**src/source/rtc_i2c_pkg.sv**
```systemverilog
package rtc_i2c_pkg;

  // host register map
  localparam logic [1:0] REG_DATA     = 2'd0; // write byte / last read byte
  localparam logic [1:0] REG_REG_ADDR = 2'd1; // device register pointer
  localparam logic [1:0] REG_DEV_ADDR = 2'd2; // 7-bit i2c address in [6:0]
  localparam logic [1:0] REG_CTRL     = 2'd3; // bit 7 read/write, status on read

  // clocks per quarter scl period
  localparam logic [15:0] QUARTER_CYCLES = 16'd8;

  // one transaction as launched by a control write
  typedef struct packed {
    logic       read;     // 1 read, 0 write
    logic [6:0] dev_addr;
    logic [7:0] reg_addr;
    logic [7:0] wr_data;
  } i2c_request_t;

  // returned with done
  typedef struct packed {
    logic [7:0] rd_data;
    logic       nack;     // some byte was not acked
  } i2c_result_t;

  // nack first so busy lands on bit 0 of the status byte
  typedef struct packed {
    logic nack;
    logic busy;
  } i2c_status_t;

  // bit level symbols
  typedef enum logic [1:0] {
    BIT_START,
    BIT_STOP,
    BIT_WRITE,
    BIT_READ
  } i2c_bit_op_e;

  typedef struct packed {
    i2c_bit_op_e op;
    logic        bit_value; // sda level for BIT_WRITE
  } i2c_bit_cmd_t;

endpackage

```
**src/source/i2c_bit_engine.sv**
```systemverilog
`timescale 1ns/1ns

module i2c_bit_engine (
  input  logic                      clk,
  input  logic                      arst_n,
  input  logic                      cmd_valid,
  input  rtc_i2c_pkg::i2c_bit_cmd_t cmd,
  output logic                      bit_done,
  output logic                      rx_bit,
  output logic                      scl_low,
  output logic                      sda_low,
  input  logic                      sda_in,
  input  logic                      scl_in
);

  logic [1:0]               sync_q1;  // {scl, sda}
  logic [1:0]               sync_q2;
  logic                     scl_sync;
  logic                     sda_sync;
  logic                     active;
  logic [1:0]               phase;    // quarter of the scl period
  logic [15:0]              cnt;
  rtc_i2c_pkg::i2c_bit_op_e op_q;
  logic                     bit_q;

  assign scl_sync = sync_q2[1];
  assign sda_sync = sync_q2[0];

  // pin drive {scl_low, sda_low} for one quarter
  function automatic logic [1:0] drive(rtc_i2c_pkg::i2c_bit_op_e op, logic v,
                                       logic [1:0] ph, logic [1:0] cur);
    logic sda_d;
    sda_d = (op == rtc_i2c_pkg::BIT_WRITE) ? ~v : 1'b0; // read releases sda
    case (op)
      rtc_i2c_pkg::BIT_START:
        case (ph)
          2'd0:    return {cur[1], 1'b0}; // release sda and keep scl
          2'd1:    return 2'b00;          // both high
          2'd2:    return 2'b01;          // sda falls while scl high
          default: return 2'b11;
        endcase
      rtc_i2c_pkg::BIT_STOP:
        case (ph)
          2'd0:    return 2'b11;
          2'd1:    return 2'b01;          // scl up with sda held low
          default: return 2'b00;          // sda rises to leave the bus idle
        endcase
      default:
        // data changes only while scl is low
        return {(ph == 2'd0 || ph == 2'd3), sda_d};
    endcase
  endfunction

  // 2-flop sync on the resolved lines
  always_ff @(posedge clk or negedge arst_n) begin
    if (!arst_n) begin
      sync_q1 <= 2'b11; // pulled up
      sync_q2 <= 2'b11;
    end else begin
      sync_q1 <= {scl_in, sda_in};
      sync_q2 <= sync_q1;
    end
  end

  always_ff @(posedge clk or negedge arst_n) begin
    if (!arst_n) begin
      active   <= 1'b0;
      phase    <= '0;
      cnt      <= '0;
      op_q     <= rtc_i2c_pkg::BIT_START;
      bit_q    <= 1'b0;
      bit_done <= 1'b0;
      rx_bit   <= 1'b0;
      scl_low  <= 1'b0;
      sda_low  <= 1'b0;
    end else begin
      bit_done <= 1'b0;
      if (!active) begin
        if (cmd_valid) begin
          active  <= 1'b1;
          op_q    <= cmd.op;
          bit_q   <= cmd.bit_value;
          phase   <= 2'd0;
          cnt     <= 16'd1; // strobe cycle counts toward quarter 0
          {scl_low, sda_low} <= drive(cmd.op, cmd.bit_value, 2'd0, {scl_low, sda_low});
        end
      end else if (cnt != rtc_i2c_pkg::QUARTER_CYCLES - 16'd1) begin
        cnt <= cnt + 16'd1;
      end else if (phase != 2'd1 || scl_sync) begin // hold until scl really high
        cnt <= '0;
        if (phase == 2'd3) begin
          active   <= 1'b0;
          bit_done <= 1'b1; // pins stay as left by quarter 3
        end else begin
          phase <= phase + 2'd1;
          {scl_low, sda_low} <= drive(op_q, bit_q, phase + 2'd1, {scl_low, sda_low});
          if (phase == 2'd1) rx_bit <= sda_sync; // middle of scl high
        end
      end
    end
  end

endmodule

```
**src/source/i2c_byte_sequencer.sv**
```systemverilog
`timescale 1ns/1ns

module i2c_byte_sequencer (
  input  logic                      clk,
  input  logic                      arst_n,
  input  logic                      start,
  input  rtc_i2c_pkg::i2c_request_t req,
  output logic                      done,
  output rtc_i2c_pkg::i2c_result_t  result,
  output logic                      cmd_valid,
  output rtc_i2c_pkg::i2c_bit_cmd_t cmd,
  input  logic                      bit_done,
  input  logic                      rx_bit
);

  typedef enum logic [3:0] {
    S_IDLE, S_START, S_ADDR, S_ADDR_ACK, S_REG, S_REG_ACK, S_WDATA, S_WDATA_ACK,
    S_RSTART, S_RADDR, S_RADDR_ACK, S_RDATA, S_MNACK, S_STOP
  } state_e;

  state_e                    state;
  rtc_i2c_pkg::i2c_request_t req_q;
  logic [7:0]                shreg;     // tx bits left aligned and rx shifting in at lsb
  logic [2:0]                bit_cnt;   // bits still to go after current one
  logic                      nack_q;
  logic [7:0]                next_byte; // byte to load on leaving current state

  function automatic rtc_i2c_pkg::i2c_bit_cmd_t mk_cmd(rtc_i2c_pkg::i2c_bit_op_e op,
                                                       logic v);
    return '{op: op, bit_value: v};
  endfunction

  always_comb begin
    case (state)
      S_START:    next_byte = {req_q.dev_addr, 1'b0}; // address + W
      S_ADDR_ACK: next_byte = req_q.reg_addr;
      S_REG_ACK:  next_byte = req_q.wr_data;
      default:    next_byte = {req_q.dev_addr, 1'b1}; // address + R after repeated start
    endcase
  end

  always_ff @(posedge clk) begin
    if (start && state == S_IDLE) req_q <= req;
  end

  always_ff @(posedge clk or negedge arst_n) begin
    if (!arst_n) begin
      state     <= S_IDLE;
      shreg     <= '0;
      bit_cnt   <= '0;
      nack_q    <= 1'b0;
      cmd_valid <= 1'b0;
      cmd       <= '0;
      done      <= 1'b0;
      result    <= '0;
    end else begin
      cmd_valid <= 1'b0;
      done      <= 1'b0;
      case (state)
        S_IDLE: if (start) begin
          nack_q    <= 1'b0;
          cmd       <= mk_cmd(rtc_i2c_pkg::BIT_START, 1'b0);
          cmd_valid <= 1'b1;
          state     <= S_START;
        end
        S_START, S_RSTART: if (bit_done) begin // load address byte
          cmd       <= mk_cmd(rtc_i2c_pkg::BIT_WRITE, next_byte[7]);
          cmd_valid <= 1'b1;
          shreg     <= {next_byte[6:0], 1'b0};
          bit_cnt   <= 3'd7;
          state     <= (state == S_START) ? S_ADDR : S_RADDR;
        end
        S_ADDR, S_REG, S_WDATA, S_RADDR: if (bit_done) begin
          cmd_valid <= 1'b1;
          if (bit_cnt != 3'd0) begin
            cmd     <= mk_cmd(rtc_i2c_pkg::BIT_WRITE, shreg[7]); // msb first
            shreg   <= {shreg[6:0], 1'b0};
            bit_cnt <= bit_cnt - 3'd1;
          end else begin
            cmd <= mk_cmd(rtc_i2c_pkg::BIT_READ, 1'b0); // ack slot from target
            case (state)
              S_ADDR:  state <= S_ADDR_ACK;
              S_REG:   state <= S_REG_ACK;
              S_WDATA: state <= S_WDATA_ACK;
              default: state <= S_RADDR_ACK;
            endcase
          end
        end
        S_ADDR_ACK, S_REG_ACK, S_WDATA_ACK, S_RADDR_ACK: if (bit_done) begin
          cmd_valid <= 1'b1;
          if (rx_bit || state == S_WDATA_ACK) begin
            nack_q <= rx_bit; // high ack means nobody answered
            cmd    <= mk_cmd(rtc_i2c_pkg::BIT_STOP, 1'b0);
            state  <= S_STOP;
          end else if (state == S_RADDR_ACK) begin
            cmd     <= mk_cmd(rtc_i2c_pkg::BIT_READ, 1'b0);
            bit_cnt <= 3'd7;
            state   <= S_RDATA;
          end else if (state == S_REG_ACK && req_q.read) begin
            cmd   <= mk_cmd(rtc_i2c_pkg::BIT_START, 1'b0); // repeated start
            state <= S_RSTART;
          end else begin
            cmd     <= mk_cmd(rtc_i2c_pkg::BIT_WRITE, next_byte[7]);
            shreg   <= {next_byte[6:0], 1'b0};
            bit_cnt <= 3'd7;
            state   <= (state == S_ADDR_ACK) ? S_REG : S_WDATA;
          end
        end
        S_RDATA: if (bit_done) begin
          cmd_valid <= 1'b1;
          shreg     <= {shreg[6:0], rx_bit};
          if (bit_cnt != 3'd0) begin
            cmd     <= mk_cmd(rtc_i2c_pkg::BIT_READ, 1'b0);
            bit_cnt <= bit_cnt - 3'd1;
          end else begin
            cmd   <= mk_cmd(rtc_i2c_pkg::BIT_WRITE, 1'b1); // master nack on the last byte
            state <= S_MNACK;
          end
        end
        S_MNACK: if (bit_done) begin
          cmd       <= mk_cmd(rtc_i2c_pkg::BIT_STOP, 1'b0);
          cmd_valid <= 1'b1;
          state     <= S_STOP;
        end
        default: if (bit_done) begin // S_STOP
          done   <= 1'b1;
          result <= '{rd_data: shreg, nack: nack_q};
          state  <= S_IDLE;
        end
      endcase
    end
  end

endmodule

```
**src/source/i2c_host_regs.sv**
```systemverilog
`timescale 1ns/1ns

module i2c_host_regs (
  input  logic                      clk,
  input  logic                      arst_n,
  input  logic [1:0]                addr,
  input  logic [7:0]                di,
  input  logic                      wr,
  output logic [7:0]                rdata,
  output logic                      start,
  output rtc_i2c_pkg::i2c_request_t req,
  input  logic                      done,
  input  rtc_i2c_pkg::i2c_result_t  result
);

  logic [7:0] data_q;    // write byte or read result
  logic [7:0] reg_addr_q;
  logic [7:0] dev_addr_q;
  logic       busy;
  logic       nack_q;
  logic       ctrl_go;   // accepted control write
  rtc_i2c_pkg::i2c_status_t status;

  assign ctrl_go = wr && (addr == rtc_i2c_pkg::REG_CTRL) && !busy; // dropped while busy
  assign status  = '{nack: nack_q, busy: busy};

  always_ff @(posedge clk or negedge arst_n) begin
    if (!arst_n) begin
      data_q     <= '0;
      reg_addr_q <= '0;
      dev_addr_q <= '0;
      busy       <= 1'b0;
      nack_q     <= 1'b0;
      start      <= 1'b0;
      rdata      <= '0;
    end else begin
      start <= ctrl_go; // one cycle pulse
      if (ctrl_go) busy <= 1'b1;
      if (wr) begin
        case (addr)
          rtc_i2c_pkg::REG_DATA:     data_q     <= di;
          rtc_i2c_pkg::REG_REG_ADDR: reg_addr_q <= di;
          rtc_i2c_pkg::REG_DEV_ADDR: dev_addr_q <= di;
          default: ;                 // control handled by ctrl_go
        endcase
      end
      if (done) begin
        busy   <= 1'b0;
        nack_q <= result.nack;
        // only a clean read brings back a byte
        if (req.read && !result.nack) data_q <= result.rd_data;
      end
      // read mux registered one cycle behind addr
      case (addr)
        rtc_i2c_pkg::REG_DATA:     rdata <= data_q;
        rtc_i2c_pkg::REG_REG_ADDR: rdata <= reg_addr_q;
        rtc_i2c_pkg::REG_DEV_ADDR: rdata <= dev_addr_q;
        default:                   rdata <= {6'd0, status};
      endcase
    end
  end

  // request snapshot held for the whole transaction
  always_ff @(posedge clk) begin
    if (ctrl_go) req <= '{read: di[7], dev_addr: dev_addr_q[6:0],
                          reg_addr: reg_addr_q, wr_data: data_q};
  end

endmodule

```
**src/source/i2c_master_8bit.sv**
```systemverilog
`timescale 1ns/1ns

module i2c_master_8bit (
  input  logic       clk,
  input  logic       arst_n,
  input  logic [1:0] addr,
  input  logic [7:0] di,
  input  logic       wr,
  output logic [7:0] rdata,
  output logic       scl_low,  // open drain enables
  output logic       sda_low,
  input  logic       scl_in,   // resolved line levels
  input  logic       sda_in
);

  logic                      start;
  logic                      done;
  rtc_i2c_pkg::i2c_request_t req;
  rtc_i2c_pkg::i2c_result_t  result;
  logic                      cmd_valid;
  rtc_i2c_pkg::i2c_bit_cmd_t cmd;
  logic                      bit_done;
  logic                      rx_bit;

  // host side registers
  i2c_host_regs regs_i (
    .clk(clk), .arst_n(arst_n), .addr(addr), .di(di), .wr(wr), .rdata(rdata),
    .start(start), .req(req), .done(done), .result(result)
  );

  // byte level transaction fsm
  i2c_byte_sequencer seq_i (
    .clk(clk), .arst_n(arst_n), .start(start), .req(req), .done(done),
    .result(result), .cmd_valid(cmd_valid), .cmd(cmd), .bit_done(bit_done),
    .rx_bit(rx_bit)
  );

  // scl/sda waveforms
  i2c_bit_engine bit_i (
    .clk(clk), .arst_n(arst_n), .cmd_valid(cmd_valid), .cmd(cmd),
    .bit_done(bit_done), .rx_bit(rx_bit), .scl_low(scl_low), .sda_low(sda_low),
    .sda_in(sda_in), .scl_in(scl_in)
  );

endmodule

```
**config.mk**
```make
export PLATFORM = sky130hd
export DESIGN_NAME = i2c_master_8bit
export DESIGN_NICKNAME = d
export VERILOG_FILES = /design/src/source/rtc_i2c_pkg.sv /design/src/source/i2c_bit_engine.sv /design/src/source/i2c_byte_sequencer.sv /design/src/source/i2c_host_regs.sv /design/src/source/i2c_master_8bit.sv
export SDC_FILE = /design/constraint.sdc
export NUM_CORES = 1
export LEC_CHECK = 0
export ABC_AREA = 1
export BUFFER_PORTS_ARGS = -buffer_cell sky130_fd_sc_hd__buf_2
export CORE_ASPECT_RATIO = 1.4
export CORE_MARGIN = 10
export CORE_UTILIZATION = 40
export DETAILED_ROUTE_END_ITERATION = 6
export GPL_ROUTABILITY_DRIVEN = 0
export PLACE_DENSITY = 0.55
export RECOVER_POWER = 50
export SLEW_MARGIN = 20
export SYNTH_ARGS = -nofsm -noshare
export SYNTH_HDL_FRONTEND = slang
export SYNTH_SLANG_ARGS = --single-unit
```
**constraint.sdc**
```tcl
create_clock -name clk -period 3.4 [get_ports clk]
set_input_delay 0.17 -clock clk [delete_from_list [all_inputs] [get_ports clk]]
set_output_delay 0.17 -clock clk [all_outputs]
set_load 0.01 [all_outputs]
```
---- Word-level counts from Yosys, hierarchy flattened ----
Index checks and enable logic that the tools add are counted.
operators by class
  shift operators ......................... 0
  multiply operators ...................... 0
  bitwise gates (word level) .............. 6
  $lt $le $gt $ge ......................... 0
  add/subtract/negate cells ............... 3
  reductions and logical operators ........ 42
  eq/ne operators ......................... 48
  muxes and demuxes ....................... 95
  divide/modulo/power cells ............... 0
operator list
  kind                                                                      count
  8-bit 2-to-1 mux                                                          12
  16-bit 2-to-1 mux                                                         4
  4-bit 2-to-1 mux                                                          13
  3-bit 2-to-1 mux                                                          16
  8-bit case mux with 3 select lines                                        2
  8-bit case mux with 4 select lines                                        1
  1-bit 2-to-1 mux                                                          29
  4-bit case mux with 6 select lines                                        1
  2-bit by 1-bit inequality test with 1-bit output, second input constant   11
  4-bit == test, second input constant                                      5
  2-bit inequality test, second input constant                              9
  3-bit case mux with 6 select lines                                        1
  9-bit AND reduction                                                       2
  16-bit by 1-bit adder with 16-bit output, second input constant           1
  4-bit by 3-bit == test with 1-bit output, second input constant           4
  2-bit 2-to-1 mux                                                          8
  16-bit by 3-bit inequality test with 1-bit output, second input constant  1
  2-bit == test, second input constant                                      7
  7-bit AND reduction                                                       2
  13-bit OR reduction                                                       1
  2-bit case mux with 2 select lines                                        3
  4-bit case mux with 3 select lines                                        1
  12-bit OR reduction                                                       1
  2-bit by 1-bit == test with 1-bit output, second input constant           5
  other kinds (26)                                                          54
storage, ports and cells
  register bits ........................... 143
  input port bits ......................... 15
  output and inout bits ................... 10
  bits in latches ......................... 0
  memories kept ........................... 0
  memory bits (writable) .................. 0
  bits in read-only memories .............. 0

---- Longest topological paths before layout ----
  word-level depth ........................ 8
  mapped depth ............................ 11
  gate-level depth less buffers ........... 11

---- By module ----
A second synthesis with hierarchy kept.
second synthesis, totals
  cell total of the unflattened synthesis .. 766
  area total of the unflattened synthesis .. 6,723.9 um^2
modules (own cells, without submodules)
  module              seq. area each (um^2)  cells an instance  area an instance (um^2)  instances
  i2c_byte_sequencer  1,471.4                313                2,646.3                  1
  i2c_host_regs       1,596.5                205                2,308.5                  1
  i2c_bit_engine      755.7                  248                1,769.2                  1

---- Worst setup path before layout ----
Ideal clock, no wire load.
  kind .................................... reg-to-reg
  start point ............................. register seq_i.state[3]
  end point ............................... register seq_i.req_q[0] (netlist name) (enable)
  buffers on the path ..................... 0
  clock period less this slack ............ 2.427 ns
  required time ........................... 2.995 ns
  cell stages (with the launch flop) ...... 6
  slack ................................... 0.973 ns
  arrival ................................. 2.022 ns
  setup time .............................. 0.405 ns
  path through ............................ dfrtp_1 nor2_1 inv_1 nor2_2 inv_1 nor2_1
on the way
  longest elaborated chain between the ends .. 2
ends and longest elaborated chain
  what                      line                       source
  start: declaration        i2c_byte_sequencer.sv:21   state_e state;
  start signal: assignment  i2c_byte_sequencer.sv:71   state <= (state == S_START) ? S_ADDR : S_RADDR;
  start signal: assignment  i2c_byte_sequencer.sv:106  state <= (state == S_ADDR_ACK) ? S_REG : S_WDATA;
  4-bit zero test           i2c_byte_sequencer.sv:43   if (start && state == S_IDLE) req_q <= req;
  1-bit logical AND         i2c_byte_sequencer.sv:43
  end signal: assignment    i2c_byte_sequencer.sv:43
  end: declaration          i2c_byte_sequencer.sv:22   rtc_i2c_pkg::i2c_request_t req_q;
Every way passes these cells.
A chain may end at the register's enable or synchronous reset.

==> key figures <==
Worst setup path
  – Crit path DAT: approximately 2.3 ns
  – Max incr delay on CP: approximately 1.6 ns
  – Crit Path Class: in2async
  – Required @ worst endpoint: 3.48 ns
  – CP max FO: between 80 and 90
  – CP Capture Type: asynchronous set/reset pin
  – Critical path's top delay family: buffers and inverters
  – CP max stage cell: clkbuf_2
  – Crit-path cells: dlygate4sd3_1, clkbuf_2
  – WP buf/inv: 2
  – Critical Path Start Type: input pin

Clocking
  – Clk_lat worst skew: approximately 0.43 ns
  – CTS tree: yes
  – Clock sink count: roughly 140
  – H-tree Lvls: 4
  – Reg clk slew, reported paths: approximately 0.070 ns
  – Clk buf depth: 2
  – CTS Root Cell: clkbuf_16
  – TritonCTS Buffers: 17

Place
  – DP Area: slightly below 7000 um^2
  – PortBufs: 24
  – Dpl hpwl: slightly above 10,000 um

Cells and area
  – Layout cells sized above 1: about 11%
  – Fillers: around 1,500
  – Area grow syn2layout: 14.5%
  – # diodes: 0
  – Layout Cell Area excl Fill: 7360 um^2
  – Layout net count: 767
  – Fin util: between 40% and 50%

Power
  – Design Power: roughly 5.7 mW
  – Worst IR drop on VDD: ~0.29 mV
  – Pwr dens: around 800 nW/um^2
  – Lkg Pwr: between 3 and 4 nW

Routing
  – DRT iter0 DRCs: about 360
  – Via density: a little over 5
  – Via Count: 4,864
  – Final WL: between 10,000 and 15,000 um
  – Routed len/inst: approximately 15 um
  – TritonRoute pass-1 iters: 5
  – # DRC: 0
  – Antenna Nets Post-Route: 0

STA
  – Rel. slew slack: -46.3%
  – Fmax: about 0.45 GHz
  – Fin crit share: about two thirds
  – Hold Vio Cnt, Final: 0
  – Setup TNS: 0 ns
  – Clk_skew: ~0.012 ns
  – Worst Tran Pin Value: roughly 2.2 ns
  – Minimum clock period: around 2.2 ns
  – Pins Over Slew Limit: 87
  – # setup viols final: 0
  – RSZ-0062 raised after global routing: false

Yosys
  – YS warnings: 0
  – Unique masters post-synth: 34
  – Seq/Total Area, Yosys: about 60%
  – Post-Syn Nets: 730
  – Synth Instances: between 700 and 800
  – Yosys reg bits: between 100 and 150
  – Syn_area_per_cell: a little over 9 um^2
  – EDFF count, synth: 48
  – Top_reg_cell synth: dfrtp_1
  – Share of flip-flops with an asynchronous set or reset: between 60% and 70%
  – Synthesized area: 6430 um^2

Floorplan
  – Core outline area: ~16,000 um^2
  – Die area: about 22,000 um^2
  – I/O pins: 25
  – Die width: approximately 130 um
  – Initial Utilization: 41.0%
  – Die Span Y: approximately 170 um
  – FP Rows: 54

Global routing
  – Largest net degree at the start of global routing: slightly below 90
  – GRT Total Usage: between 10% and 20%
  – Vias in the first global route: 5,003
  – First-pass GRT wire length: roughly 24,000 um
  – Initial antenna violation count: 0
  – Total congestion overflow: 0

Outcome
  – Failing checks: max-capacitance violations, max-slew violations
  – Status: complete, but fails checks

Worst hold path
  – Min-delay worst type: in2reg

Run
  – MaxCap Viol Count: 1
==> kinds of logic (layout without fill, tap and decap cells) <==
group	Yosys count	in the layout	share of synthesized area [%]
AOI/OAI and AO/OA	86	86	7.34
buffers and inverters	92	142	5.63
adders and majority gates	8	8	1.56
xor gates and xnor gates	7	7	0.954
DFF	143	143	59.5
and+or+nand+nor	371	371	25.0
==> layer usage <==
layer	vias up	share of wire, %	track usage (%)
met5	-	0	0
met4	0	4.4	9.08
met3	45	3.7	3.33
met2	138	51	23.6
met1	2285	41	14.5
li1	2396	-	-
==> report_power, final <==
part / internal, mW / switching (mW)
Sequential: 2.05 / 0.228
Clock: 0.980 / 0.779
Combinational: 0.553 / 1.15
Total: 3.58 / 2.16
==> timing repair <==
item	4_1_cts	5_1_grt
buffers inserted	0	0
resized for setup	0	0
hold endpoints to repair	84	0
hold buffers	4	0
==> metrics by stage <==
step / setup slack [ns] / std cells / hold WS [ns]
final: 1.17 / 953 / 0.0288
after global routing: 0.704 / 953 / 0.0349
after CTS: 1.23 / 953 / 0.0158
after detailed placement: 1.24 / 917 / 0.279
after global placement: 1.32 / 917 / 0.279
after floorplan: 0.973 / 707 / -0.126
==> worst register-to-register path: stages, from the launching register on <==
cell and delay [ns]:
dfrtp_1 0.41, ha_1 0.26, nand2_1 0.09, inv_1 0.08, nand2_1 0.05, nor2_1 0.09, nand2_1 0.14, nand2_1 0.30
nand2_1 0.35, a21oi_1 0.24, nor2_1 0.05
==> worst paths after layout <==
kind | from | cells after the start | slack (ns) | end
worst max-delay path | arst_n | 2 | 1.17 | seq_i.result[5]
worst min-delay path | di[4] | 3 | 0.03 | regs_i.reg_addr_q[4]
worst max register to register | bit_i.cnt[0] | 10 | 1.21 | bit_i.cnt[2]
worst min register to register | bit_i.sync_q1[0] | 0 | 0.36 | bit_i.sync_q2[0]
max in group clk | bit_i.cnt[0] | 10 | 1.21 | bit_i.cnt[2]
min in group asynchronous | arst_n | 2 | 0.92 | bit_i.cnt[6]
==> sequential cells by signal (all words and copies together), names as in the netlist, 3 cells and up <==
| name | flops |
|---|---|
| regs_i.rdata | 8 |
| seq_i.bit_cnt | 3 |
| seq_i.state | 4 |
| bit_i.cnt | 16 |
| regs_i.dev_addr_q | 8 |
| seq_i.result | 9 |
| seq_i.req_q | 24 |
| seq_i.cmd | 3 |
| seq_i.shreg | 8 |
| regs_i.req | 24 |
| regs_i.data_q | 8 |
| regs_i.reg_addr_q | 8 |
==> cell usage in the layout (no fill, tap or decap), drive strengths merged <==
master / instances
xor2: 6
xnor2: 1
nor3: 5
a21o: 1
dfstp: 4
o21ai: 56
clkinvlp: 1
buf: 24
nand4: 10
edfxtp: 48
ha: 8
clkinv: 6
dlygate4sd3: 4
clkbuf: 22
a31oi: 10
inv: 85
o32ai: 1
nand3: 73
nand3b: 3
a21oi: 8
o2111ai: 2
o311ai: 1
nand2: 211
nor2: 69
o22ai: 5
o211ai: 2
dfrtp: 91
==> cells in the mapped netlist, types with 2 or more instances <==
| cell | count | area share (%) |
|---|---|---|
| nand2_1 | 209 | 12 |
| dfrtp_1 | 91 | 35 |
| inv_1 | 74 | 4.3 |
| nand3_1 | 70 | 5.5 |
| nor2_1 | 59 | 3.4 |
| o21ai_0 | 54 | 4.2 |
| edfxtp_1 | 48 | 22 |
| a31oi_1 | 10 | 0.97 |
| nand4_1 | 10 | 0.97 |
| a21oi_1 | 8 | 0.62 |
| clkbuf_1 | 8 | 0.47 |
| ha_1 | 8 | 1.6 |
| xor2_1 | 6 | 0.82 |
| nor2_2 | 5 | 0.49 |
| nor2_4 | 5 | 0.88 |
| o22ai_1 | 5 | 0.49 |
| buf_2 | 4 | 0.31 |
| dfstp_2 | 4 | 1.6 |
| nor3_1 | 4 | 0.31 |
| inv_2 | 3 | 0.18 |
| nand3_2 | 3 | 0.47 |
| nand3b_1 | 3 | 0.35 |
| nand2_2 | 2 | 0.19 |
| o2111ai_1 | 2 | 0.27 |
| o211ai_1 | 2 | 0.23 |
| o21ai_1 | 2 | 0.16 |
==> cell type report <==
cell class	count	area (um^2)	share of cell area, %
inverter	78	293	3.98
timing repair buffer	32	184	2.50
tap	196	245	3.33
sequential	143	3820	52.0
clock inverter	14	125	1.70
multi-input combinational	472	2250	30.5
clock buffer	18	439	5.97
No activity file was read; power rests on OpenSTA's default activity.
